--- config.mk ---
export PLATFORM = sky130hd
export DESIGN_NAME = obj_top
export DESIGN_NICKNAME = d
export VERILOG_FILES = /design/src/common/obj_pkg.sv /design/src/source/entry_fetch.sv /design/src/source/position_calc.sv /design/src/source/draw_emitter.sv /design/src/source/obj_sequencer.sv /design/src/source/obj_top.sv
export SDC_FILE = /design/constraint.sdc
export NUM_CORES = 1
export LEC_CHECK = 0
export BUFFER_PORTS_ARGS = -buffer_cell sky130_fd_sc_hd__buf_2
export CORE_ASPECT_RATIO = 0.9
export CORE_UTILIZATION = 45
export DETAILED_ROUTE_END_ITERATION = 16
export PLACE_DENSITY_LB_ADDON = 0.15
export SLEW_MARGIN = 25
export SYNTH_ARGS = -nofsm -noshare
export SYNTH_HDL_FRONTEND = slang
export SYNTH_SLANG_ARGS = --single-unit
--- constraint.sdc ---
create_clock -name clk -period 5.9 [get_ports clk]
set_input_delay 0.59 -clock clk [delete_from_list [all_inputs] [get_ports clk]]
set_output_delay 0.59 -clock clk [all_outputs]
set_load 0.02 [all_outputs]
--- src/common/obj_pkg.sv ---
package obj_pkg;

    // Sprite RAM entry geometry
    localparam int entry_words = 8;

    typedef logic [15:0] entry_word_t;
    typedef logic [14:0] ram_addr_t;
    typedef logic [11:0] coord_t;
    typedef logic [13:0] tile_code_t;

    // Visible area and sequence step
    localparam coord_t x_limit  = 12'd400;
    localparam coord_t y_limit  = 12'd240;
    localparam coord_t seq_step = 12'd16;

    // Word numbers inside an entry
    localparam int word_tile = 0;
    localparam int word_attr = 4;
    localparam int word_x    = 6;
    localparam int word_y    = 7;

    // Word 4, colour and sequence control
    localparam int w4_color_lsb  = 0;
    localparam int w4_x_flip_bit = 8;
    localparam int w4_y_flip_bit = 9;
    localparam int w4_cont_y_bit = 12;
    localparam int w4_inc_y_bit  = 13;
    localparam int w4_cont_x_bit = 14;
    localparam int w4_inc_x_bit  = 15;

    // Word 6, scroll control bits above the x coordinate
    localparam int w6_latch_extra_bit  = 12;
    localparam int w6_latch_master_bit = 13;
    localparam int w6_no_extra_bit     = 14;
    localparam int w6_absolute_bit     = 15;

    // Draw descriptor data word
    localparam int desc_tile_lsb   = 0;
    localparam int desc_color_lsb  = 14;
    localparam int desc_x_flip_bit = 22;
    localparam int desc_y_flip_bit = 23;

    // Framebuffer block address offset
    localparam int addr_x_lsb  = 3;
    localparam int addr_y_lsb  = 10;
    localparam int addr_buf_bit = 18;

    typedef enum logic [2:0] {
        IDLE,
        READ,
        EVAL,
        BOUNDS,
        EMIT,
        WAIT_RESP
    } obj_state_t;

endpackage

--- src/source/entry_fetch.sv ---
`timescale 1ns/1ps

module entry_fetch (
    input  logic                 clk,
    input  logic                 rst,
    input  logic                 fetch_start,
    input  logic [9:0]           entry_index,
    input  obj_pkg::entry_word_t ram_rdata,
    output logic                 ram_cs,
    output obj_pkg::ram_addr_t   ram_addr,
    output logic                 fetch_done,
    output obj_pkg::tile_code_t  tile_code,
    output logic [7:0]           color,
    output logic                 x_flip,
    output logic                 y_flip,
    output obj_pkg::entry_word_t entry_word_4,
    output obj_pkg::entry_word_t entry_word_6,
    output obj_pkg::entry_word_t entry_word_7
);
    import obj_pkg::*;

    localparam int word_bits = $clog2(entry_words);

    logic                 issuing;
    logic [word_bits-1:0] issue_word;
    logic                 cap_en;
    logic [word_bits-1:0] cap_word;
    entry_word_t          work_buffer [entry_words];

    // Word counter rests at 0, so word 0 goes out with fetch_start
    assign ram_cs   = fetch_start | issuing;
    assign ram_addr = ram_addr_t'({entry_index, issue_word});

    always_ff @(posedge clk) begin
        if (rst) begin
            issuing    <= 1'b0;
            issue_word <= '0;
            cap_en     <= 1'b0;
            fetch_done <= 1'b0;
        end else begin
            cap_en     <= ram_cs;
            fetch_done <= ram_cs && (issue_word == word_bits'(entry_words - 1));
            if (ram_cs) begin
                issue_word <= issue_word + 1'b1;
                issuing    <= (issue_word != word_bits'(entry_words - 1));
            end
        end
    end

    // Read data arrives one cycle behind its address
    always_ff @(posedge clk) begin
        cap_word <= issue_word;
        if (cap_en) begin
            work_buffer[cap_word] <= ram_rdata;
        end
    end

    assign tile_code    = tile_code_t'(work_buffer[word_tile]);
    assign color        = work_buffer[word_attr][w4_color_lsb +: 8];
    assign x_flip       = work_buffer[word_attr][w4_x_flip_bit];
    assign y_flip       = work_buffer[word_attr][w4_y_flip_bit];
    assign entry_word_4 = work_buffer[word_attr];
    assign entry_word_6 = work_buffer[word_x];
    assign entry_word_7 = work_buffer[word_y];

endmodule

--- src/source/position_calc.sv ---
`timescale 1ns/1ps

module position_calc (
    input  logic                 clk,
    input  logic                 rst,
    input  logic                 eval,
    input  obj_pkg::tile_code_t  tile_code,
    input  obj_pkg::entry_word_t entry_word_4,
    input  obj_pkg::entry_word_t entry_word_6,
    input  obj_pkg::entry_word_t entry_word_7,
    output logic                 visible,
    output obj_pkg::coord_t      draw_x,
    output obj_pkg::coord_t      draw_y
);
    import obj_pkg::*;

    coord_t master_x;
    coord_t master_y;
    coord_t extra_x;
    coord_t extra_y;
    coord_t scroll_x;
    coord_t scroll_y;
    coord_t base_x;
    coord_t base_y;
    coord_t next_x;
    coord_t next_y;

    always_comb begin
        scroll_x = '0;
        scroll_y = '0;
        // Absolute entries ignore both scroll latches
        if (!entry_word_6[w6_absolute_bit]) begin
            scroll_x = master_x;
            scroll_y = master_y;
            if (!entry_word_6[w6_no_extra_bit]) begin
                scroll_x = master_x + extra_x;
                scroll_y = master_y + extra_y;
            end
        end
        base_x = coord_t'(entry_word_6) + scroll_x;
        base_y = coord_t'(entry_word_7) + scroll_y;

        // Sequence entries continue from the last draw position
        next_x = entry_word_4[w4_cont_x_bit] ? draw_x : base_x;
        next_y = entry_word_4[w4_cont_y_bit] ? draw_y : base_y;
        if (entry_word_4[w4_inc_x_bit]) begin
            next_x = next_x + seq_step;
        end
        if (entry_word_4[w4_inc_y_bit]) begin
            next_y = next_y + seq_step;
        end
    end

    always_ff @(posedge clk) begin
        if (rst) begin
            master_x <= '0;
            master_y <= '0;
            extra_x  <= '0;
            extra_y  <= '0;
            draw_x   <= '0;
            draw_y   <= '0;
            visible  <= 1'b0;
        end else if (eval) begin
            if (entry_word_6[w6_latch_master_bit]) begin
                master_x <= base_x;
                master_y <= base_y;
            end
            if (entry_word_6[w6_latch_extra_bit]) begin
                extra_x <= base_x;
                extra_y <= base_y;
            end
            draw_x  <= next_x;
            draw_y  <= next_y;
            // Negative coordinates wrap high and fall outside too
            visible <= (tile_code != '0) && (next_x <= x_limit) && (next_y <= y_limit);
        end
    end

endmodule

--- src/source/draw_emitter.sv ---
`timescale 1ns/1ps

module draw_emitter #(
    parameter logic [31:0] fb_base = 32'h0000_0000
) (
    input  logic                clk,
    input  logic                rst,
    input  logic                emit,
    input  logic                draw_buffer,
    input  obj_pkg::coord_t     draw_x,
    input  obj_pkg::coord_t     draw_y,
    input  obj_pkg::tile_code_t tile_code,
    input  logic [7:0]          color,
    input  logic                x_flip,
    input  logic                y_flip,
    input  logic                awready,
    input  logic                wready,
    input  logic                bvalid,
    output logic [31:0]         awaddr,
    output logic                awvalid,
    output logic [31:0]         wdata,
    output logic [3:0]          wstrb,
    output logic                wvalid,
    output logic                bready,
    output logic                emit_done
);
    import obj_pkg::*;

    logic [31:0] desc_offset;
    logic [31:0] desc_data;
    logic        in_flight;
    logic        aw_left;
    logic        w_left;

    always_comb begin
        desc_offset = '0;
        desc_offset[addr_x_lsb +: 7] = draw_x[8:2];
        desc_offset[addr_y_lsb +: 8] = draw_y[7:0];
        desc_offset[addr_buf_bit]    = draw_buffer;

        desc_data = '0;
        desc_data[desc_tile_lsb +: 14] = tile_code;
        desc_data[desc_color_lsb +: 8] = color;
        desc_data[desc_x_flip_bit]     = x_flip;
        desc_data[desc_y_flip_bit]     = y_flip;
    end

    // Channel still waiting after this cycle
    assign aw_left = awvalid && !awready;
    assign w_left  = wvalid && !wready;

    assign wstrb = 4'hf;

    always_ff @(posedge clk) begin
        if (emit) begin
            awaddr <= fb_base + desc_offset;
            wdata  <= desc_data;
        end
    end

    always_ff @(posedge clk) begin
        if (rst) begin
            in_flight <= 1'b0;
            awvalid   <= 1'b0;
            wvalid    <= 1'b0;
            bready    <= 1'b0;
            emit_done <= 1'b0;
        end else begin
            emit_done <= 1'b0;
            if (emit) begin
                in_flight <= 1'b1;
                awvalid   <= 1'b1;
                wvalid    <= 1'b1;
            end else if (in_flight) begin
                // AW and W complete independently
                awvalid <= aw_left;
                wvalid  <= w_left;
                if (!bready && !aw_left && !w_left) begin
                    bready <= 1'b1;
                end
                if (bready && bvalid) begin
                    bready    <= 1'b0;
                    in_flight <= 1'b0;
                    emit_done <= 1'b1;
                end
            end
        end
    end

endmodule

--- src/source/obj_sequencer.sv ---
`timescale 1ns/1ps

module obj_sequencer #(
    parameter int unsigned max_entries = 835
) (
    input  logic       clk,
    input  logic       rst,
    input  logic       vbl_n,
    input  logic       fetch_done,
    input  logic       visible,
    input  logic       emit_done,
    output logic       busy,
    output logic       fetch_start,
    output logic [9:0] entry_index,
    output logic       eval,
    output logic       emit,
    output logic       draw_buffer
);
    import obj_pkg::*;

    obj_state_t state;
    logic       prev_vbl_n;
    logic       vbl_pend;
    logic       vbl_edge;
    logic       vbl_seen;
    logic       last_entry;
    logic       entry_end;

    // Falling blank edge, remembered until the walker can act on it
    assign vbl_edge = prev_vbl_n & ~vbl_n;
    assign vbl_seen = vbl_edge | vbl_pend;

    assign last_entry = (entry_index == 10'(max_entries - 1));

    // Entry finished without drawing, or its descriptor was acknowledged
    assign entry_end = ((state == BOUNDS) && !vbl_seen && !visible) ||
                       ((state == WAIT_RESP) && emit_done);

    assign eval = (state == EVAL);
    assign emit = (state == EMIT);

    always_ff @(posedge clk) begin
        if (rst) begin
            state       <= IDLE;
            busy        <= 1'b0;
            fetch_start <= 1'b0;
            entry_index <= '0;
            draw_buffer <= 1'b0;
            prev_vbl_n  <= 1'b1;
            vbl_pend    <= 1'b0;
        end else begin
            prev_vbl_n  <= vbl_n;
            fetch_start <= 1'b0;
            if (vbl_edge) begin
                vbl_pend <= 1'b1;
            end

            case (state)
                IDLE: begin
                    if (vbl_seen) begin
                        vbl_pend    <= 1'b0;
                        busy        <= 1'b1;
                        draw_buffer <= ~draw_buffer;
                        entry_index <= '0;
                        fetch_start <= 1'b1;
                        state       <= READ;
                    end
                end

                READ: begin
                    if (fetch_done) begin
                        state <= EVAL;
                    end
                end

                EVAL: state <= BOUNDS;

                BOUNDS: begin
                    // A new blank abandons the frame; IDLE then starts the next one
                    if (vbl_seen) begin
                        busy  <= 1'b0;
                        state <= IDLE;
                    end else if (visible) begin
                        state <= EMIT;
                    end
                end

                EMIT: state <= WAIT_RESP;

                WAIT_RESP: ;

                default: state <= IDLE;
            endcase

            // Move on to the next entry or close the frame
            if (entry_end) begin
                if (last_entry) begin
                    busy  <= 1'b0;
                    state <= IDLE;
                end else begin
                    entry_index <= entry_index + 10'd1;
                    fetch_start <= 1'b1;
                    state       <= READ;
                end
            end
        end
    end

endmodule

--- src/source/obj_top.sv ---
`timescale 1ns/1ps

module obj_top #(
    parameter int unsigned max_entries = 835,
    parameter logic [31:0] fb_base     = 32'h0000_0000
) (
    input  logic                 clk,
    input  logic                 rst,
    input  logic                 vbl_n,
    input  obj_pkg::entry_word_t ram_rdata,
    input  logic                 awready,
    input  logic                 wready,
    input  logic                 bvalid,
    input  logic [1:0]           bresp,
    output logic                 busy,
    output logic                 ram_cs,
    output obj_pkg::ram_addr_t   ram_addr,
    output logic [31:0]          awaddr,
    output logic                 awvalid,
    output logic [31:0]          wdata,
    output logic [3:0]           wstrb,
    output logic                 wvalid,
    output logic                 bready
);
    import obj_pkg::*;

    // Sequencer handshakes
    logic       fetch_start;
    logic       fetch_done;
    logic [9:0] entry_index;
    logic       eval;
    logic       emit;
    logic       emit_done;
    logic       draw_buffer;

    // Entry fields from the work buffer
    tile_code_t  tile_code;
    logic [7:0]  color;
    logic        x_flip;
    logic        y_flip;
    entry_word_t entry_word_4;
    entry_word_t entry_word_6;
    entry_word_t entry_word_7;

    // Evaluated position
    logic   visible;
    coord_t draw_x;
    coord_t draw_y;

    obj_sequencer #(
        .max_entries(max_entries)
    ) obj_sequencer_inst (
        .clk        (clk),
        .rst        (rst),
        .vbl_n      (vbl_n),
        .fetch_done (fetch_done),
        .visible    (visible),
        .emit_done  (emit_done),
        .busy       (busy),
        .fetch_start(fetch_start),
        .entry_index(entry_index),
        .eval       (eval),
        .emit       (emit),
        .draw_buffer(draw_buffer)
    );

    entry_fetch entry_fetch_inst (
        .clk         (clk),
        .rst         (rst),
        .fetch_start (fetch_start),
        .entry_index (entry_index),
        .ram_rdata   (ram_rdata),
        .ram_cs      (ram_cs),
        .ram_addr    (ram_addr),
        .fetch_done  (fetch_done),
        .tile_code   (tile_code),
        .color       (color),
        .x_flip      (x_flip),
        .y_flip      (y_flip),
        .entry_word_4(entry_word_4),
        .entry_word_6(entry_word_6),
        .entry_word_7(entry_word_7)
    );

    position_calc position_calc_inst (
        .clk         (clk),
        .rst         (rst),
        .eval        (eval),
        .tile_code   (tile_code),
        .entry_word_4(entry_word_4),
        .entry_word_6(entry_word_6),
        .entry_word_7(entry_word_7),
        .visible     (visible),
        .draw_x      (draw_x),
        .draw_y      (draw_y)
    );

    // bresp is not checked, every response completes the descriptor
    draw_emitter #(
        .fb_base(fb_base)
    ) draw_emitter_inst (
        .clk        (clk),
        .rst        (rst),
        .emit       (emit),
        .draw_buffer(draw_buffer),
        .draw_x     (draw_x),
        .draw_y     (draw_y),
        .tile_code  (tile_code),
        .color      (color),
        .x_flip     (x_flip),
        .y_flip     (y_flip),
        .awready    (awready),
        .wready     (wready),
        .bvalid     (bvalid),
        .awaddr     (awaddr),
        .awvalid    (awvalid),
        .wdata      (wdata),
        .wstrb      (wstrb),
        .wvalid     (wvalid),
        .bready     (bready),
        .emit_done  (emit_done)
    );

endmodule

# Word level (Yosys, flattened, before mapping)
# Memories as Yosys holds them, arrays and structs flattened.
# Index checks and enable logic that the tools add are counted.
# totals
ram_bits	128
out_inout_bits	88
memories	1
wordCells	128
inputBits	24
reg_bits	145
# memory_table
name	depth	word_bits	read_ports	rd_ports_with_merged_regs	wr	line	rtl
entry_fetch_inst.work_buffer	8	16	4	0	1	entry_fetch.sv:28	entry_word_t work_buffer [entry_words];
# op_classes
eq_ne	12
addsub	8
n_reduce_logical	29
magnitude_cmp	2
mux	43
n_bitwise	7
# op_table
operator	n
$mux W12	8
$add A12 B12 Y12	4
$mux W10	4
$add A12 B5 Y12 const B	2
$mux W1	24
$pmux W3 S6	1
$mux W3	5
$reduce_bool A14 Y1	1
$le A12 B8 Y1 const B	1
$le A12 B9 Y1 const B	1
$logic_and A1 B1 Y1	11
$add A10 B1 Y10 const B	1
$eq A10 B10 Y1 const B	1
$eq A3 B3 Y1 const B	3
$logic_not A1 Y1	7
$eq A3 B2 Y1 const B	2
$ne A3 B1 Y1 const B	2
$reduce_and A2 Y1	3
$ne A4 B1 Y1 const B	1
$not A1 Y1	4
$reduce_and A4 Y1	1
$reduce_bool A2 Y1	2
$add A3 B1 Y3 const B	1
$eq A3 B1 Y1 const B	1
other kinds (9)	10

# Longest topological paths before layout
# depth
word_depth	10
depth_mapped	24
mapped_depth_nobuf	24

# Modules after synthesis
# A second synthesis with hierarchy kept.
# unflattened
cells_unflattened	1075
hier_area_um2	10709.0
# modules_own_cells
module	area_per_inst_um2	seq_area_each_um2	cells_each	n_inst
position_calc	5744.3	1461.4	759	1
entry_fetch	2352.3	2042.0	114	1
draw_emitter	1632.8	1301.2	90	1
obj_sequencer	979.7	360.3	112	1

# Worst setup path before layout
# OpenSTA, ideal clock, no wires.
# synth_timing
path_kind	flip-flop to flip-flop
start	register position_calc_inst.master_x[0]
end	register position_calc_inst.visible
required_time_ns	5.841
period_less_slack_ns	4.415
setup_time_ns	0.059
path_buffers	0
t_arrival_ns	4.356
path_slack_ns	1.485
path_stages_with_launch	24
path_cell_list	dfxtp_1 ha_1 inv_1 fa_1 nor2b_1 o21ai_0 a21boi_0 o21ai_0 a21boi_0 o21ai_0 a21boi_0 o31a_1 nor2_1 ha_1 and2_1 a22o_1 a311oi_1 xnor2_1 nand3b_1 a21o_1 xnor2_1 o2111ai_1 nor4_1 a31o_1
# synth_via
elab_chain_cells	10
# synth_rtl
item	line	rtl
start, declared	position_calc.sv:17	coord_t master_x;
start signal, assigned	position_calc.sv:65	master_x <= base_x;
$add A12 B12 Y12	position_calc.sv:36	scroll_x = master_x + extra_x;
$mux W12 (*)	position_calc.sv:35	if (!entry_word_6[w6_no_extra_bit]) begin
$mux W12 (*)	position_calc.sv:32	if (!entry_word_6[w6_absolute_bit]) begin
$add A12 B12 Y12 (*)	position_calc.sv:40	base_x = coord_t'(entry_word_6) + scroll_x;
$mux W12 (*)	position_calc.sv:44	next_x = entry_word_4[w4_cont_x_bit] ? draw_x : base_x;
$add A12 B5 Y12	position_calc.sv:47	next_x = next_x + seq_step;
$mux W12 (*)	position_calc.sv:46	if (entry_word_4[w4_inc_x_bit]) begin
$le A12 B9 Y1 (*)	position_calc.sv:75	visible <= (tile_code != '0) && (next_x <= x_limit) && (next_y <= y_limit);
$logic_and A1 B1 Y1 (*) (2 in series)	position_calc.sv:75	
end signal, assigned	position_calc.sv:75	
end, declared	position_calc.sv:11	output logic visible,
# Every way passes the cells marked *; elsewhere a longest branch is shown, timed or not.
# A chain may end at the register's enable or synchronous reset.

# Worst setup path after layout
# Ends and elaborated chain as after synthesis.

==> impl_metrics.yaml <==
global_route:
  first_global_vias: 7130
  grt_usage_pct: 20.7
  grt_overflow: 0
  grt_pass1_wl_um: 38300
  grt_max_degree: 79
  antenna_found_initial: 3
power_and_ir_drop:
  p_clk_share_pct: 47.4
  power_switching_share_pct: 22.4
  p_per_area_nw_per_um2: 255
  peakVddDrop_v: 0.000221
  pwr-share-comb_pct: 2.7
  netSwitchingPower_mw: 0.663
  seqPwrFrac_pct: 49.9
  power_leakage_nw: 4.43
  p_int_mw: 2.30
cells_and_area:
  num_antenna_cells: 0
  final_cell_mix: "153 x nand2_1, 119 x nor2_1, 105 x dfxtp_1"
  drive_above_1_share_pct: 13.7
  layout_commonest_cell: "nand2_1"
  num-nets-final: 1228
  area_delta_synth_final_pct: 13.1
drt:
  routedWlPerCell_um: 16.4
  ant_nets: 0
  viasPerCell: 5.31
  finalWirelength_um: 24100
  drt_iter0_markers: 464
  dr.pass1.iters: 5
  drc: 0
  vias: 7783
clock_tree:
  h-tree-depth: 1
  cts_resized: 0
  root_buffer: "clkbuf_16"
  cts.sinks: 201
  numCtsBuffers: 24
  cts_buffer_depth: 3
  clkTransAtPathRegs_ns: 0.06
  clock_latency_ns: 0.53
  tritoncts: "built"
  post_cts_buffers: 0
  cts_hold_buf: 0
die:
  initial_core_util_pct: 45.9
  die_area_um2: 23500
  core_area_um2: 22400
  die_height_um: 146
  die_w_um: 161
  placementRows: 52
  io-pin-count: 112
setup_path:
  worstPathArrival_ns: 5.61
  crit_fanout: 6
  path_cells: "ha_1 > inv_1 > fa_1 > nor2b_1 > o21ai_0 > a21boi_0 > o21ai_0 > a21boi_0 > o21ai_0 > a21boi_0 > o31a_1 > nor2_1 > ha_1 > and2_1 > a22o_1 > a311oi_1 > xnor2_1 > nand3b_1 > a21o_1 > xnor2_1 > o2111ai_1 > nor4_1 > a31o_1"
  start_kind: "flop"
  worstReg2RegEnd: "position_calc_inst.visible$_SDFFE_PP0N_"
  worst-path-buf-inv: 1
  crit_type: "flop to flop"
  r2r_cells: 23
  ff2ff_setup_slack_ns: 0.77
  crit_required_ns: 6.38
  crit_family: "compound AO/OA/AOI/OAI gates"
  rr_startpoint: "position_calc_inst.master_x[0]$_SDFFE_PP0P_"
  critPathMaxStageDelay_ns: 0.39
  cpMaxStageDelayCell: "fa_1"
  crit_path_end_kind: "flop"
placed_design:
  placement.io_buffers: 79
  hpwl_um: 16800
  gp_congestion: 0.832
timing:
  grt_setup_unrepaired: "no"
  setup_viol: 0
  clock_skew_ns: 0.0283
  fmax_ghz: 0.195
  hold_violations: 0
  fin_crit_sh_pct: 86.9
  worst_pin_slew_ns: 0.880
  finalHoldWorstSlack_ns: 0.254
  slew_violations: 0
  slew_headroom_pct: 41.4
  tns_ns: 0
  fin_crit_ns: 5.13
hold_path:
  worstHoldPathType: "primary input to flop"
  min_to: "entry_fetch_inst.work_buffer[6][15]$_DFFE_PP_"
  min-delay-start: "ram_rdata[15]"
  whs_path_depth: 1
yosys:
  yosysSeqAreaShare_pct: 48.4
  ys_warn_count: 0
  synth_edf_count: 96
  synth.distinct_cells: 85
  synth-main-ff-cell: "dfxtp_1"
  syn-cell-area_um2: 10300
  synth_cells: 1083
  ys_ff_latch: 201
  async_reset_ff_share_pct: 0
  syn_area_per_cell_um2: 9.51
outcome:
  status: "complete, no violations"
job:
  maxCapViolCount: 0
## metal layers
metal | vias up | global-route usage, % | share of wire, %
met4 | 2 | 4.95 | 2.1
li1 | 3922 | - | -
met5 | - | 0 | 0.042
met3 | 39 | 3.82 | 7.0
met2 | 217 | 30.2 | 42
met1 | 3603 | 31.4 | 48
## area by class of cell
cell class / count / area [um^2]
Clock buffer: 29 / 629
Clock inverter: 15 / 135
Fill cell: 2097 / 10800
Inverter: 38 / 143
Multi-Input combinational cell: 797 / 4920
Sequential cell: 201 / 4980
Tap cell: 297 / 372
Timing Repair Buffer: 88 / 465
## cells by family after synthesis
group / share of synthesized area [%]
mux: 1.35
xor+xnor: 3.44
compound gates: 15.9
simple gates: 18.8
fa+ha+maj: 6.85
other cells: 0.0729
flops: 48.4
buf+inv: 5.24
## state kept, by name, indices dropped and copies added (netlist names), 3 cells and up
| register | cells |
|---|---|
| draw_emitter_inst.awaddr | 16 |
| draw_emitter_inst.wdata | 24 |
| entry_fetch_inst.cap_word | 3 |
| entry_fetch_inst.issue_word | 3 |
| entry_fetch_inst.work_buffer | 56 |
| obj_sequencer_inst.entry_index | 10 |
| obj_sequencer_inst.state | 3 |
| position_calc_inst.draw_x | 12 |
| position_calc_inst.draw_y | 12 |
| position_calc_inst.extra_x | 12 |
| position_calc_inst.extra_y | 12 |
| position_calc_inst.master_x | 12 |
| position_calc_inst.master_y | 12 |
## worst register-to-register path, cell delays in order, from the launching register on
cell and delay, ns:
dfxtp_1 0.35, ha_1 0.20, inv_1 0.07, fa_1 0.39, nor2b_1 0.16, o21ai_0 0.11
a21boi_0 0.24, o21ai_0 0.13, a21boi_0 0.24, o21ai_0 0.14, a21boi_0 0.29, o31a_1 0.21
nor2_1 0.06, ha_1 0.35, and2_1 0.18, a22o_1 0.20, a311oi_1 0.30, xnor2_1 0.24
nand3b_1 0.21, a21o_1 0.20, xnor2_1 0.22, o2111ai_1 0.18, nor4_1 0.26, a31o_1 0.17
## power by group through the flow
stage / logic, mW / clock network [mW] / registers, mW
2_1_floorplan: 0.0636 / 0 / 1.51
3_3_place_gp: 0.0798 / 0 / 1.51
3_5_place_dp: 0.0802 / 0 / 1.51
4_1_cts: 0.0805 / 1.44 / 1.48
5_1_grt: 0.0879 / 1.50 / 1.48
6_report: 0.0802 / 1.40 / 1.48
## per-stage QoR
step                cells  instance area, um^2  power (mW)  util (%)  setup WS (ns)
finish               1465                11700        2.97      51.9          0.771
detailed placement   1420                10900        1.59      48.4          0.846
global placement     1420                10900        1.59      48.4          0.945
floorplan            1111                10400        1.57         -           1.49
global route         1465                11700        3.07      51.9          0.279
CTS                  1464                11600        3.00      51.8          0.817
## synth_stat cells, drive strengths merged, types with 9 or more instances
master	n	area, um^2
nand2	155	582
nor2	119	447
dfxtp	105	2100
a21oi	104	528
edfxtp	96	2880
ha	50	626
o21ai	45	225
clkbuf	40	150
inv	38	143
buf	35	246
nor3	26	130
xnor2	23	201
nor2b	16	108
nand2b	15	93.8
a211oi	14	110
nor3b	13	103
xor2	12	105
nand3	11	55.1
o31a	11	96.3
a21boi	9	67.6
mux2i	9	90.1
nor4	9	56.3
## worst max-delay path by stage
stage	start	end	slack, ns	depth (start not counted)
2_1_floorplan	position_calc_inst.master_x[0]$_SDFFE_PP0P_	position_calc_inst.visible$_SDFFE_PP0N_	1.49	23
3_3_place_gp	position_calc_inst.master_x[0]$_SDFFE_PP0P_	position_calc_inst.visible$_SDFFE_PP0N_	0.94	23
3_5_place_dp	position_calc_inst.master_x[0]$_SDFFE_PP0P_	position_calc_inst.visible$_SDFFE_PP0N_	0.85	23
4_1_cts	position_calc_inst.master_x[0]$_SDFFE_PP0P_	position_calc_inst.visible$_SDFFE_PP0N_	0.82	23
5_1_grt	position_calc_inst.master_x[0]$_SDFFE_PP0P_	position_calc_inst.visible$_SDFFE_PP0N_	0.28	23
6_report	position_calc_inst.master_x[0]$_SDFFE_PP0P_	position_calc_inst.visible$_SDFFE_PP0N_	0.77	23
Power figures use the tool's default switching activity.
